## src/mem_ctrl_pkg.sv

```systemverilog
`default_nettype none

package mem_ctrl_pkg;

    localparam int ADDR_WIDTH  = 18;
    localparam int OP_WIDTH    = 3;
    localparam int COORD_WIDTH = 10;

    // opcodes understood by the controller, all others are ignored
    localparam logic [OP_WIDTH-1:0] OP_RD  = 3'd1; // single read
    localparam logic [OP_WIDTH-1:0] OP_WR  = 3'd2; // single write
    localparam logic [OP_WIDTH-1:0] OP_NHI = 3'd3; // nearest neighbour zoom-in
    localparam logic [OP_WIDTH-1:0] OP_NH  = 3'd5; // decimation zoom-out

    localparam logic [ADDR_WIDTH-1:0] IMG_WIDTH = 18'd320; // pixels per memory row

    // memory access pacing
    localparam int ACCESS_CYCLES = 4;
    localparam int WAIT_WIDTH    = $clog2(ACCESS_CYCLES);
    localparam logic [WAIT_WIDTH-1:0] WAIT_LAST = WAIT_WIDTH'(ACCESS_CYCLES - 1);

    localparam int ALG_STEPS  = 200; // read+write pairs per zoom run
    localparam int STEP_WIDTH = $clog2(ALG_STEPS);
    localparam logic [STEP_WIDTH-1:0] STEP_LAST = STEP_WIDTH'(ALG_STEPS - 1);

    // frame buffer regions
    localparam logic [ADDR_WIDTH-1:0] NHI_RD_BASE = 18'd19200;
    localparam logic [ADDR_WIDTH-1:0] NHI_WR_BASE = 18'd76800;
    localparam logic [ADDR_WIDTH-1:0] NH_RD_BASE  = 18'd0;
    localparam logic [ADDR_WIDTH-1:0] NH_WR_BASE  = 18'd96000;

    // zoom-out writes into a centred 160 pixel window
    localparam logic [COORD_WIDTH-1:0] NH_X_FIRST  = 10'd80;
    localparam logic [COORD_WIDTH-1:0] NH_X_LAST   = 10'd239;
    localparam logic [COORD_WIDTH-1:0] NH_Y_FIRST  = 10'd60;
    localparam logic [COORD_WIDTH-1:0] NH_SRC_STEP = 10'd2; // source stride in x and y

    localparam logic [COORD_WIDTH-1:0] NHI_X_LAST = 10'd319; // last zoom-in column

    // sequencer state encoding
    localparam int STATE_WIDTH = 2;
    localparam logic [STATE_WIDTH-1:0] ST_IDLE  = 2'd0;
    localparam logic [STATE_WIDTH-1:0] ST_SETUP = 2'd1;
    localparam logic [STATE_WIDTH-1:0] ST_ISSUE = 2'd2;
    localparam logic [STATE_WIDTH-1:0] ST_WAIT  = 2'd3;

endpackage

`default_nettype wire

```

## src/access_sequencer.sv

```systemverilog
`timescale 1ns/1ps
`default_nettype none

module access_sequencer (
    input  wire                                 clock,
    input  wire                                 rst_n,
    input  wire                                 enable,
    input  wire  [mem_ctrl_pkg::OP_WIDTH-1:0]   operation,
    output logic [mem_ctrl_pkg::OP_WIDTH-1:0]   mode,
    output logic                                start,
    output logic                                issue,
    output logic                                access_write,
    output logic                                advance,
    output logic                                done
);

    logic [mem_ctrl_pkg::STATE_WIDTH-1:0] state;
    logic [mem_ctrl_pkg::OP_WIDTH-1:0]    mode_q;
    logic [mem_ctrl_pkg::WAIT_WIDTH-1:0]  wait_cnt;
    logic [mem_ctrl_pkg::STEP_WIDTH-1:0]  step_cnt;
    logic                                 phase_wr; // 0 read, 1 write within a pair
    logic                                 is_single;
    logic                                 is_zoom;
    logic                                 accept;
    logic                                 last_cycle;
    logic                                 single_run;

    // opcode support is decided here only
    assign is_single = (operation == mem_ctrl_pkg::OP_RD) || (operation == mem_ctrl_pkg::OP_WR);
    assign is_zoom   = (operation == mem_ctrl_pkg::OP_NHI) || (operation == mem_ctrl_pkg::OP_NH);
    assign accept    = (state == mem_ctrl_pkg::ST_IDLE) && enable && (is_single || is_zoom);

    assign last_cycle = (state == mem_ctrl_pkg::ST_WAIT) && (wait_cnt == mem_ctrl_pkg::WAIT_LAST);
    assign single_run = (mode_q == mem_ctrl_pkg::OP_RD) || (mode_q == mem_ctrl_pkg::OP_WR);

    // while idle the incoming opcode is shown so that the acceptance edge can use it
    assign mode  = (state == mem_ctrl_pkg::ST_IDLE) ? operation : mode_q;
    assign start = accept && is_zoom;
    assign issue = (accept && is_single)
                || (state == mem_ctrl_pkg::ST_SETUP)
                || (state == mem_ctrl_pkg::ST_ISSUE);

    assign access_write = (state == mem_ctrl_pkg::ST_IDLE) ? (operation == mem_ctrl_pkg::OP_WR)
                                                           : phase_wr;
    assign advance = last_cycle && phase_wr; // write of a zoom pair finishing
    assign done    = (state == mem_ctrl_pkg::ST_IDLE);

    always_ff @(posedge clock) begin
        if (!rst_n) begin
            state    <= mem_ctrl_pkg::ST_IDLE;
            mode_q   <= '0;
            wait_cnt <= '0;
            step_cnt <= '0;
            phase_wr <= 1'b0;
        end else begin
            case (state)
                mem_ctrl_pkg::ST_IDLE: begin
                    if (accept) begin
                        mode_q   <= operation;
                        wait_cnt <= '0;
                        step_cnt <= '0;
                        phase_wr <= 1'b0;
                        // single ops issue on this edge, zoom ops load the cursor first
                        state    <= is_zoom ? mem_ctrl_pkg::ST_SETUP : mem_ctrl_pkg::ST_WAIT;
                    end
                end
                mem_ctrl_pkg::ST_SETUP,
                mem_ctrl_pkg::ST_ISSUE: begin
                    wait_cnt <= '0;
                    state    <= mem_ctrl_pkg::ST_WAIT;
                end
                mem_ctrl_pkg::ST_WAIT: begin
                    wait_cnt <= wait_cnt + 1'b1;
                    if (last_cycle) begin
                        if (single_run) begin
                            state <= mem_ctrl_pkg::ST_IDLE;
                        end else if (!phase_wr) begin
                            phase_wr <= 1'b1; // read done, write comes next
                            state    <= mem_ctrl_pkg::ST_ISSUE;
                        end else if (step_cnt == mem_ctrl_pkg::STEP_LAST) begin
                            state <= mem_ctrl_pkg::ST_IDLE; // last pair written
                        end else begin
                            step_cnt <= step_cnt + 1'b1;
                            phase_wr <= 1'b0;
                            state    <= mem_ctrl_pkg::ST_ISSUE;
                        end
                    end
                end
                default: begin
                    state <= mem_ctrl_pkg::ST_IDLE;
                end
            endcase
        end
    end

endmodule

`default_nettype wire

```

## src/pixel_cursor.sv

```systemverilog
`timescale 1ns/1ps
`default_nettype none

module pixel_cursor (
    input  wire                                   clock,
    input  wire                                   rst_n,
    input  wire                                   start,
    input  wire                                   advance,
    input  wire  [mem_ctrl_pkg::OP_WIDTH-1:0]     mode,
    output logic [mem_ctrl_pkg::COORD_WIDTH-1:0]  dst_x,
    output logic [mem_ctrl_pkg::COORD_WIDTH-1:0]  dst_y,
    output logic [mem_ctrl_pkg::COORD_WIDTH-1:0]  src_x,
    output logic [mem_ctrl_pkg::COORD_WIDTH-1:0]  src_y
);

    logic is_nh;
    logic row_end;

    assign is_nh = (mode == mem_ctrl_pkg::OP_NH);

    // last destination column depends on the walk
    assign row_end = is_nh ? (dst_x == mem_ctrl_pkg::NH_X_LAST)
                           : (dst_x == mem_ctrl_pkg::NHI_X_LAST);

    always_ff @(posedge clock) begin
        if (!rst_n) begin
            dst_x <= '0;
            dst_y <= '0;
            src_x <= '0;
            src_y <= '0;
        end else if (start) begin
            src_x <= '0;
            src_y <= '0;
            if (is_nh) begin
                dst_x <= mem_ctrl_pkg::NH_X_FIRST; // top-left of the centred window
                dst_y <= mem_ctrl_pkg::NH_Y_FIRST;
            end else begin
                dst_x <= '0;
                dst_y <= '0;
            end
        end else if (advance) begin
            if (row_end) begin
                dst_y <= dst_y + 1'b1;
                if (is_nh) begin
                    dst_x <= mem_ctrl_pkg::NH_X_FIRST;
                    src_x <= '0;
                    src_y <= src_y + mem_ctrl_pkg::NH_SRC_STEP; // skip every other source line
                end else begin
                    dst_x <= '0;
                end
            end else begin
                dst_x <= dst_x + 1'b1;
                if (is_nh) begin
                    src_x <= src_x + mem_ctrl_pkg::NH_SRC_STEP;
                end
            end
        end
    end

endmodule

`default_nettype wire

```

## src/address_former.sv

```systemverilog
`timescale 1ns/1ps
`default_nettype none

module address_former (
    input  wire                                   clock,
    input  wire                                   rst_n,
    input  wire                                   issue,
    input  wire                                   access_write,
    input  wire  [mem_ctrl_pkg::OP_WIDTH-1:0]     mode,
    input  wire  [mem_ctrl_pkg::ADDR_WIDTH-1:0]   addr_base,
    input  wire  [mem_ctrl_pkg::COORD_WIDTH-1:0]  dst_x,
    input  wire  [mem_ctrl_pkg::COORD_WIDTH-1:0]  dst_y,
    input  wire  [mem_ctrl_pkg::COORD_WIDTH-1:0]  src_x,
    input  wire  [mem_ctrl_pkg::COORD_WIDTH-1:0]  src_y,
    output logic [mem_ctrl_pkg::ADDR_WIDTH-1:0]   addr_out,
    output logic                                  wr_enable
);

    logic [mem_ctrl_pkg::ADDR_WIDTH-1:0] dst_offset;
    logic [mem_ctrl_pkg::ADDR_WIDTH-1:0] src_offset;
    logic [mem_ctrl_pkg::ADDR_WIDTH-1:0] half_offset;
    logic [mem_ctrl_pkg::ADDR_WIDTH-1:0] next_addr;
    logic [mem_ctrl_pkg::WAIT_WIDTH-1:0] wr_cnt;

    function automatic logic [mem_ctrl_pkg::ADDR_WIDTH-1:0] pixel_offset(
        input logic [mem_ctrl_pkg::COORD_WIDTH-1:0] col,
        input logic [mem_ctrl_pkg::COORD_WIDTH-1:0] row
    );
        return col + row * mem_ctrl_pkg::IMG_WIDTH;
    endfunction

    assign dst_offset  = pixel_offset(dst_x, dst_y);
    assign src_offset  = pixel_offset(src_x, src_y);
    assign half_offset = (dst_x >> 1) + ((dst_y * mem_ctrl_pkg::IMG_WIDTH) >> 1); // zoom-in source

    always_comb begin
        case (mode)
            mem_ctrl_pkg::OP_NHI: next_addr = access_write
                                            ? mem_ctrl_pkg::NHI_WR_BASE + dst_offset
                                            : mem_ctrl_pkg::NHI_RD_BASE + half_offset;
            mem_ctrl_pkg::OP_NH:  next_addr = access_write
                                            ? mem_ctrl_pkg::NH_WR_BASE + dst_offset
                                            : mem_ctrl_pkg::NH_RD_BASE + src_offset;
            default:              next_addr = addr_base; // single read or write
        endcase
    end

    always_ff @(posedge clock) begin
        if (!rst_n) begin
            addr_out  <= '0;
            wr_enable <= 1'b0;
            wr_cnt    <= '0;
        end else if (issue) begin
            addr_out  <= next_addr;
            wr_enable <= access_write;
            wr_cnt    <= '0;
        end else if (wr_enable) begin
            wr_cnt <= wr_cnt + 1'b1;
            if (wr_cnt == mem_ctrl_pkg::WAIT_LAST) begin
                wr_enable <= 1'b0; // write window over
            end
        end
    end

endmodule

`default_nettype wire

```

## src/memory_control.sv

```systemverilog
`timescale 1ns/1ps
`default_nettype none

module memory_control (
    input  wire                                 clock,
    input  wire                                 rst_n,
    input  wire                                 enable,
    input  wire  [mem_ctrl_pkg::OP_WIDTH-1:0]   operation,
    input  wire  [mem_ctrl_pkg::ADDR_WIDTH-1:0] addr_base,
    output logic [mem_ctrl_pkg::ADDR_WIDTH-1:0] addr_out,
    output logic                                wr_enable,
    output logic                                done
);

    logic [mem_ctrl_pkg::OP_WIDTH-1:0]    mode;
    logic                                 start;
    logic                                 issue;
    logic                                 access_write;
    logic                                 advance;
    logic [mem_ctrl_pkg::COORD_WIDTH-1:0] dst_x;
    logic [mem_ctrl_pkg::COORD_WIDTH-1:0] dst_y;
    logic [mem_ctrl_pkg::COORD_WIDTH-1:0] src_x;
    logic [mem_ctrl_pkg::COORD_WIDTH-1:0] src_y;

    access_sequencer i_access_sequencer (
        .clock        (clock),
        .rst_n        (rst_n),
        .enable       (enable),
        .operation    (operation),
        .mode         (mode),
        .start        (start),
        .issue        (issue),
        .access_write (access_write),
        .advance      (advance),
        .done         (done)
    );

    pixel_cursor i_pixel_cursor (
        .clock   (clock),
        .rst_n   (rst_n),
        .start   (start),
        .advance (advance),
        .mode    (mode),
        .dst_x   (dst_x),
        .dst_y   (dst_y),
        .src_x   (src_x),
        .src_y   (src_y)
    );

    address_former i_address_former (
        .clock        (clock),
        .rst_n        (rst_n),
        .issue        (issue),
        .access_write (access_write),
        .mode         (mode),
        .addr_base    (addr_base),
        .dst_x        (dst_x),
        .dst_y        (dst_y),
        .src_x        (src_x),
        .src_y        (src_y),
        .addr_out     (addr_out),
        .wr_enable    (wr_enable)
    );

endmodule

`default_nettype wire

```

## config.mk

```make
export PLATFORM = sky130hd
export DESIGN_NAME = memory_control
export DESIGN_NICKNAME = d
export VERILOG_FILES = /design/src/mem_ctrl_pkg.sv /design/src/access_sequencer.sv /design/src/pixel_cursor.sv /design/src/address_former.sv /design/src/memory_control.sv
export SDC_FILE = /design/constraint.sdc
export NUM_CORES = 1
export LEC_CHECK = 0
export ABC_AREA = 1
export CAP_MARGIN = 0
export CORE_MARGIN = 2
export CORE_UTILIZATION = 50
export CTS_CLUSTER_DIAMETER = 30
export CTS_CLUSTER_SIZE = 12
export DETAILED_ROUTE_END_ITERATION = 10
export DONT_BUFFER_PORTS = 1
export GPL_TIMING_DRIVEN = 1
export SLEW_MARGIN = 20
export SYNTH_ARGS = -nofsm -noshare
export SYNTH_HDL_FRONTEND = slang
export SYNTH_SLANG_ARGS = --single-unit
export TNS_END_PERCENT = 10
```

## constraint.sdc

```tcl
create_clock -name clock -period 4.1 [get_ports clock]
set_clock_uncertainty 0.05 [all_clocks]
set_input_delay 0.205 -clock clock [delete_from_list [all_inputs] [get_ports clock]]
set_output_delay 0.205 -clock clock [all_outputs]
set_load 0.05 [all_outputs]
```

After elaboration in Yosys (flattened, before gate mapping)
Cells that the tools add are included.

Multiply operators: 2. Bitwise logic cells: 1. Muxes and demuxes: 41. Reductions and logical operators: 26. Add/subtract/negate cells: 13. Equal/unequal tests: 21.

Operator list (number): $mux 10 (9); $mux 8 (5); $add 10x18->18 (2); $add 17x18->18 const A (2); $mux 18 (2); $pmux 18 s2 (1); $mul 10x3->12 const B (2); $add 10x1->10 const B (2); $add 10x2->10 const B (2); $add 15x18->18 const A (1); $add 9x17->18 (1); $pmux 8 s2 (1); $mux 2 (7); $eq 3x2->1 const B (4); $pmux 2 s3 (2); $eq 10x8->1 const B (1); $eq 10x9->1 const B (1); $mux 1 (10); $add 8x1->8 const B (1); $eq 2x2->1 const B (4); $eq 8x8->1 const B (1); $reduce_and 2->1 (4); $mux 7 (1); $eq 3x1->1 const B (2); 17 further kinds (36).

Logic and storage cells: 116. Input bits: 24. Register bits: 77.

Depth between registers and ports, before layout
Gate-level depths: netlist of the first run.

Depth in word-level cells: 8. Gate-level depth with buffers: 23. Mapped depth without buffers: 23.

Hierarchy
A second synthesis of the first run with hierarchy kept.

Cell total of the unflattened synthesis: 1131. Area, all modules: 7303.3 um2.

Modules (own cells, without submodules): address_former (times used 1, cells each 653, area an instance 4075.2 um2, seq. area each 420.4 um2); pixel_cursor (times used 1, cells each 315, area an instance 2092.0 um2, seq. area each 760.7 um2); access_sequencer (times used 1, cells each 163, area an instance 1136.1 um2, seq. area each 320.3 um2).

Least setup slack after synthesis of the first run
No wires, ideal clock.

Path kind: register to register. Start: register i_pixel_cursor.dst_y[1] (netlist name). End: register i_address_former.addr_out[16] (netlist name). Data arrival time: 2.960 ns. Cell stages (with the launch flop): 22. Required time: 3.941 ns. Library setup time: 0.109 ns. Path slack: 0.982 ns. Buffers on the path: 0. Cell sequence: dfxtp_1 > ha_1 > ha_1 > fa_1 > nand2_1 > nor2_1 > nand2_1 > nand2_1 > nand2_1 > nand2_1 > inv_1 > ha_1 > a21oi_1 > inv_1 > nor2_1 > nand3_1 > nand3_1 > nand3_1 > nand2_1 > nand3_1 > nand2_1 > inv_1.

Cells in the longest elaborated chain, start to end: 5. Elaborated cells on any way between the ends: 9.

Ends and longest elaborated chain: start: declaration (line pixel_cursor.sv:11) `output logic [mem_ctrl_pkg::COORD_WIDTH-1:0] dst_y,`; start signal: assignment (line pixel_cursor.sv:36) `dst_y <= mem_ctrl_pkg::NH_Y_FIRST;`; start signal: assignment (line pixel_cursor.sv:43) `dst_y <= dst_y + 1'b1;`; $mul 10x3->12 (*) (line address_former.sv:29, address_former.sv:34); $add 10x18->18 or $add 9x17->18 (tied branches) (line address_former.sv:29, address_former.sv:34); $add 17x18->18, or another cell as far along (line address_former.sv:42) `? mem_ctrl_pkg::NH_WR_BASE + dst_offset`; $mux 18, on equally long branches (line address_former.sv:42, address_former.sv:39); $pmux 18 s2 (*) (line address_former.sv:37) `case (mode)`; end signal: assignment (line address_former.sv:54) `addr_out <= next_addr;`; end: declaration (line address_former.sv:15) `output logic [mem_ctrl_pkg::ADDR_WIDTH-1:0] addr_out,`.

Mark *: on every way between the ends. The rest lies on a longest branch, timed or not. A chain may end at the register's enable or synchronous reset.

Worst setup path in the final report of the first run
Start: register i_pixel_cursor.dst_y[3] (netlist name). End: register i_address_former.addr_out[16] (netlist name).

The elaborated chain is that of the path after synthesis.

==> impl_metrics.csv, run 1 <==
group,metric,value,unit
setup_path,cpMostUsedCell,"nand2_1",
setup_path,reg2reg_depth,21,
timing,max-slew-margin-rel,39.0,%
synthesis,synthTopCellsByArea,"dfxtp_1, nand2_1, ha_1",
grt,first_global_vias,6095,
routing,drtIter0Drc,395,
clock_tree,h-tree-depth,3,
timing,rsz0062_at_grt,"no",
setup_path,startpoint_type,"flip-flop",
clock_tree,cts_root_buffer,"clkbuf_16",
setup_path,crit_path_max_incr_delay,580,ps
routing,via_per_inst,5.39,
synthesis,avgSynthCellArea,6.56,µm²
routing,routed_wirelength,17100,µm
placement,placed_area,0.00664,mm²
routing,first_pass_iters,5,
synthesis,synth.most_common_cell,"nand2_1",
synthesis,synth.top_cell.area_share,23.2,%
placement,dpl.hpwl,13300,µm
final_layout,final_core_util,55.2,%
synthesis,syn-num-nets,1083,
setup_path,critPathBufInv,3,
timing,fmax,288,MHz
synthesis,ys.flop_type,"dfxtp_1",
final_layout,diodes,0,
outcome,outcome,"finished, final reports clean",
floorplan,die_w,118,µm
placement,io_buffers,0,
floorplan,die_area,0.0139,mm²
clock_tree,cts_sinks,75,
grt,grt_max_degree,39,
power_and_ir_drop,vdd_drop_max,0.190,mV
grt,grtUsageTotal,25.7,%
placement,gp_congestion,0.862,
floorplan,io_pins,44,
synthesis,synth-seq-cells,75,
setup_path,worstPathMaxFanout,6,
setup_path,cp_slowest_cell,"fa_1",
power_and_ir_drop,powerDensity,418,mW/mm²
synthesis,yosys.area.top_type,"dfxtp_1",
final_layout,final_cell_area,0.00697,mm²
routing,routedWlPerCell,14.7,µm
timing,timing.final.crit_share,84.6,%
hold_path,worstHoldEndpoint,"i_address_former.addr_out[9]$_SDFFE_PN0P_",
synthesis,yosysWarnings,0,
setup_path,crit_family,"adder cells",
floorplan,row_count,41,
timing,setup_violations,0,
setup_path,cp-end-kind,"flip-flop",
synthesis,synth-edff-count,0,
clock_tree,cts_buffer_depth,2,
hold_path,whs_path_depth,2,
job,cap_viol_max_count,0,
setup_path,crit_required,4300,ps
final_layout,nFillCells,1302,
clock_tree,cts_resized,0,
floorplan,initial_core_util,51.4,%
setup_path,crit_type,"flip-flop to flip-flop",
setup_path,rrSetupSlack,630,ps
clock_tree,cts_tree,"yes",
clock_tree,clk-insertion-delay-late,350,ps
grt,overflow,0,
hold_path,min-delay-start,"addr_base[9]",
setup_path,critPathArrivalTime,3670,ps
clock_tree,clk_pin_slew,60,ps
timing,hold_viol_final,0,
synthesis,synth-seq-area-share,23.2,%
floorplan,die_y,118,µm
hold_path,hold_path.class,"input port to flip-flop",
synthesis,synth_common_cells,"nand2_1, inv_1, nor2_1",
routing,post-route-drc-count,0,
synthesis,netlist_instances,989,
setup_path,regToRegStartpoint,"i_pixel_cursor.dst_y[3]$_SDFFE_PN0P_",
synthesis,synth_cell_types,56,
setup_path,reg2reg_to,"i_address_former.addr_out[16]$_SDFFE_PN0P_",
synthesis,syn-cell-area,0.00648,mm²
floorplan,core,0.0126,mm²
synthesis,async_reset_ff_share,0,%
grt,antenna_found_initial,0,
routing,vias,6289,
clock_tree,cts_buffers,9,
grt,grt_pass1_wl,29100,µm
timing,setup_tns,0,ps
power_and_ir_drop,p_leak,0.00333,µW
final_layout,drive_above_1_share,6.74,%
timing,worst_slew_pin_slew,912,ps
timing,slew_viol_final,0,
routing,postRouteAntennaNets,0,
setup_path,path_cells,"ha_1 > ha_1 > fa_1 > nand2_1 > nor2_1 > nand2_1 > nand2_1 > nand2_1 > nand2_1 > inv_1 > ha_1 > a21oi_1 > inv_1 > nor2_1 > nand3_1 > nand3_1 > nand3_1 > nand2_1 > nand3_1 > nand2_1 > inv_1",
final_layout,nets,1083,
final_layout,area_delta_synth_final,7.53,%
timing,period_needed,3470,ps
[state kept, by name, indices dropped and copies added (netlist names)]
signal                       cells
i_pixel_cursor.src_y             9
i_access_sequencer.phase_wr      1
i_address_former.wr_enable       1
i_access_sequencer.state         2
i_access_sequencer.step_cnt      8
i_pixel_cursor.dst_x            10
i_address_former.addr_out       18
i_address_former.wr_cnt          2
i_pixel_cursor.src_x             9
i_pixel_cursor.dst_y            10
i_access_sequencer.mode_q        3
i_access_sequencer.wait_cnt      2
[cell usage in the layout (no fill, tap or decap), types with 3 or more instances in the layout]
cell and n:
nor2_2 3, o21a_1 3, dfxtp_1 75, inv_1 148, nand4_1 15, a211oi_1 17, buf_4 5, o21ai_0 60
o22ai_1 6, nor2_4 3, clkinv_2 3, ha_1 63, nand3_2 4, o21ai_2 5, a31oi_1 5, inv_2 7
clkbuf_16 9, a41oi_1 5, dlygate4sd3_1 5, xor2_1 14, nor2_1 90, a21oi_1 63, nand2_1 217, nor3_1 17
nand2_2 14, o21ai_1 6, nand3_1 76, nor3b_1 4, xnor2_1 8, fa_1 7
[cell families after synthesis]
logic type | after synthesis | share of synthesized area (%)
and+or+nand+nor | 457 | 31.6
AOI/OAI and AO/OA | 189 | 17.3
buffers and inverters | 176 | 10.6
DFF | 75 | 23.2
adders and majority gates | 70 | 14.3
xor gates and xnor gates | 22 | 2.97
[how the worst max path moves through the flow]
stage / startpoint / endpoint / depth (start not counted)
6_report: i_pixel_cursor.dst_y[3]$_SDFFE_PN0P_ / i_address_former.addr_out[16]$_SDFFE_PN0P_ / 21
5_1_grt: i_pixel_cursor.dst_y[1]$_SDFFE_PN0P_ / i_address_former.addr_out[16]$_SDFFE_PN0P_ / 21
4_1_cts: i_pixel_cursor.dst_y[3]$_SDFFE_PN0P_ / i_address_former.addr_out[16]$_SDFFE_PN0P_ / 21
3_5_place_dp: i_pixel_cursor.dst_y[3]$_SDFFE_PN0P_ / i_address_former.addr_out[16]$_SDFFE_PN0P_ / 21
3_3_place_gp: i_pixel_cursor.dst_y[3]$_SDFFE_PN0P_ / i_address_former.addr_out[16]$_SDFFE_PN0P_ / 21
2_1_floorplan: i_pixel_cursor.dst_y[1]$_SDFFE_PN0P_ / i_address_former.addr_out[16]$_SDFFE_PN0P_ / 21
[per-stage QoR]
step,power [µW],hold WS [ps],std cells,setup WS (ps)
after floorplan,1900,273,989,982
after global placement,2100,284,1145,758
after detailed placement,2120,291,1145,637
after CTS,2930,5.25,1166,625
after global routing,3090,30.3,1166,223
final,2920,10.6,1166,632
[per-layer routing]
metal | GRT usage, % | routed length [µm] | vias up
met5 | 0 | 0 | -
met4 | 9.34 | 318 | 0
met3 | 3.92 | 953 | 20
met2 | 42.3 | 7670 | 139
met1 | 34.0 | 8190 | 2876
li1 | - | - | 3254
[power breakdown]
part / total, µW / leakage [µW] / switching [µW] / internal (µW)
Combinational: 929 / 0.00257 / 648 / 281
Clock: 797 / 0.000143 / 327 / 470
Sequential: 1190 / 0.000609 / 354 / 837
Total: 2920 / 0.00333 / 1330 / 1590
[what timing repair did]
| item | in CTS | in global routing |
|---|---|---|
| endpoints found under the hold margin | 20 | 0 |
| setup buffers | 0 | 0 |
| endpoints found under the setup margin | 0 | 0 |
| hold buffers | 5 | 0 |
[layout make-up]
class | instances | area, µm² | area share [%]
Tap cell | 172 | 215 | 3.09
Timing Repair Buffer | 10 | 87.6 | 1.26
Clock inverter | 5 | 53.8 | 0.772
Inverter | 155 | 582 | 8.35
Sequential cell | 75 | 1500 | 21.5
Multi-Input combinational cell | 738 | 4300 | 61.7
Clock buffer | 11 | 233 | 3.34
(Power assumes the default switching activity.)
==> run 2: changes to the inputs <==
- PLACE_DENSITY: default -> 0.68
- clock period: 4.1 -> 3.1 ns (I/O delays scaled with it)
==> run 2 against run 1 <==
Sequential cell count unchanged. Register-to-register slack worse by 530 ps. Maximum frequency up 16%. First-iteration DRC count up 27%. Final cell count up 3.4%. Count of clock-buffer cells in the layout down 2. Sequential power up 32%. Total power up 38%. Critical path type unchanged.
==> impl_metrics.csv, run 2 (synthesis gave the netlist of run 1 again) <==
group,metric,value,unit
final_layout,regMostFlops,"i_address_former.addr_out",
setup_path,reg2reg_depth,21,
hold_path,whs_path_depth,4,
hold_path,min-delay-start,"addr_base[14]",
power_and_ir_drop,p_leak,0.00355,µW
clock_tree,clk-insertion-delay-late,350,ps
placement,placed_area,0.00684,mm²
placement,place_ws,-94.3,ps
placement,gp_congestion,0.880,
outcome,outcome,"finished, final reports clean",
setup_path,crit_type,"flip-flop to flip-flop",
power_and_ir_drop,vdd_drop_max,0.655,mV
timing,setup_tns,0,ps
clock_tree,cts_tree,"yes",
timing,fmax,334,MHz
grt,overflow,0,
routing,postRouteAntennaNets,0,
clock_tree,clk_pin_slew,60,ps
timing,setup_violations,0,
final_layout,final_cell_area,0.00760,mm²
routing,routedWlPerCell,14.0,µm
final_layout,layout_commonest_cell,"nand2_1",
timing,slew_viol_final,0,
setup_path,worstPathMaxFanout,3,
setup_path,crit_required,3300,ps
final_layout,final_core_util,60.2,%
floorplan,die_y,118,µm
final_layout,area_delta_synth_final,17.2,%
routing,first_pass_iters,5,
timing,worst_slew_pin_slew,1010,ps
timing,timing.final.crit_share,96.6,%
hold_path,hold_path.class,"input port to flip-flop",
final_layout,nFillCells,1207,
setup_path,critPathArrivalTime,3190,ps
routing,vias,6447,
clock_tree,cts_root_buffer,"clkbuf_16",
final_layout,regArea,0.00150,mm²
routing,routed_wirelength,16900,µm
placement,dpl.hpwl,12700,µm
clock_tree,h-tree-depth,3,
setup_path,reg2reg_to,"i_address_former.addr_out[16]$_SDFFE_PN0P_",
power_and_ir_drop,power,4010,µW
grt,antenna_found_initial,0,
floorplan,core,0.0126,mm²
placement,io_buffers,0,
clock_tree,cts_sinks,75,
job,cap_viol_max_count,0,
routing,post-route-drc-count,0,
final_layout,diodes,0,
final_layout,drive_above_1_share,14.8,%
timing,period_needed,2990,ps
floorplan,initial_core_util,51.4,%
floorplan,die_area,0.0139,mm²
grt,grt_pass1_wl,28100,µm
grt,grt_max_degree,39,
timing,max-slew-margin-rel,32.1,%
setup_path,regToRegStartpoint,"i_pixel_cursor.dst_y[3]$_SDFFE_PN0P_",
clock_tree,cts_buffer_depth,2,
floorplan,row_count,41,
grt,grtUsageTotal,24.6,%
timing,setup_ws,106,ps
final_layout,nets,1123,
floorplan,die_w,118,µm
setup_path,startpoint_type,"flip-flop",
floorplan,io_pins,44,
setup_path,cp-end-kind,"flip-flop",
power_and_ir_drop,powerDensity,528,mW/mm²
routing,drtIter0Drc,500,
setup_path,rrSetupSlack,110,ps
final_layout,final_cell_mix,"nand2_1, inv_1, nor2_1",
hold_path,worstHoldEndpoint,"i_address_former.addr_out[14]$_SDFFE_PN0P_",
timing,hold_viol_final,0,
grt,first_global_vias,5963,
timing,rsz0062_at_grt,"yes",
final_layout,largest_registers,"i_address_former.addr_out (18), i_pixel_cursor.dst_x (10), i_pixel_cursor.dst_y (10)",
clock_tree,cts_buffers,9,
routing,via_per_inst,5.35,
final_layout,multiInputGateArea,0.00457,mm²
final_layout,largest_reg_flops,18,
==> run 2: cell types whose count changed in the layout (fill, tap and decap cells not counted), sizes merged <==
cell         delta
clkinvlp        +1
dlygate4sd3     +9
clkinv          -2
buf            +31
inv             +3
clkbuf          -2
==> run 2: stage by stage <==
step | cells | hold slack, ps
finish | 1206 | 20.2
CTS | 1201 | 10.4
global placement | 1171 | 237
detailed placement | 1171 | 236
floorplan | 989 | 223
global route | 1206 | 38.3
==> run 2: what timing repair did <==
action / 4_1_cts / 5_1_grt
setup endpoints to repair: 4 / 7
pin swaps: 2 / 30
hold endpoints to repair: 28 / 0
gates resized for setup: 5 / 63
hold buffers: 14 / 0
buffers inserted: 0 / 5
==> run 2: worst max-delay path by stage <==
stage,from,end,slack (ps),cells after the start
2_1_floorplan,i_pixel_cursor.dst_y[1]$_SDFFE_PN0P_,i_address_former.addr_out[16]$_SDFFE_PN0P_,20,21
3_3_place_gp,i_pixel_cursor.dst_y[1]$_SDFFE_PN0P_,i_address_former.addr_out[16]$_SDFFE_PN0P_,-10,21
3_5_place_dp,i_pixel_cursor.dst_y[1]$_SDFFE_PN0P_,i_address_former.addr_out[16]$_SDFFE_PN0P_,-90,21
4_1_cts,i_pixel_cursor.dst_y[1]$_SDFFE_PN0P_,i_address_former.addr_out[16]$_SDFFE_PN0P_,5,21
5_1_grt,i_pixel_cursor.dst_y[3]$_SDFFE_PN0P_,i_address_former.addr_out[16]$_SDFFE_PN0P_,-140,21
6_report,i_pixel_cursor.dst_y[3]$_SDFFE_PN0P_,i_address_former.addr_out[16]$_SDFFE_PN0P_,110,21
==> run 2: final cells by class <==
class	instances	share of cell area, %
clock inverter	7	1.10
multi-input combinational	738	60.2
tap	172	2.83
inverter	155	7.69
sequential	75	19.8
clock buffer	9	2.96
timing repair buffer	50	5.45
==> run 2: power breakdown <==
part | switching [µW] | internal (µW) | total [µW]
clock network | 459 | 637 | 1100
logic | 894 | 451 | 1340
registers | 463 | 1110 | 1570
==> run 2: critical path, cell delays in order (launching register included) <==
cell     delay, ps
dfxtp_2        340
ha_4           240
ha_4           160
fa_2           590
nand2_4         70
nor2_4         100
nand2_2         60
nand2_1         70
nand2_1         80
nand2_2         80
inv_2           50
ha_1           190
a21oi_2        120
inv_2           60
nor2_4         130
nand3_2        110
nand3_2         90
nand3_1         60
nand2_1         90
nand3_1         70
nand2_1         60
inv_1           30
==> run 2: per-layer routing <==
metal / share of wire [%] / GRT usage [%]
met1: 47 / 33.7
met2: 45 / 39.4
met3: 5.7 / 3.83
met4: 1.7 / 8.21
met5: 0 / 0
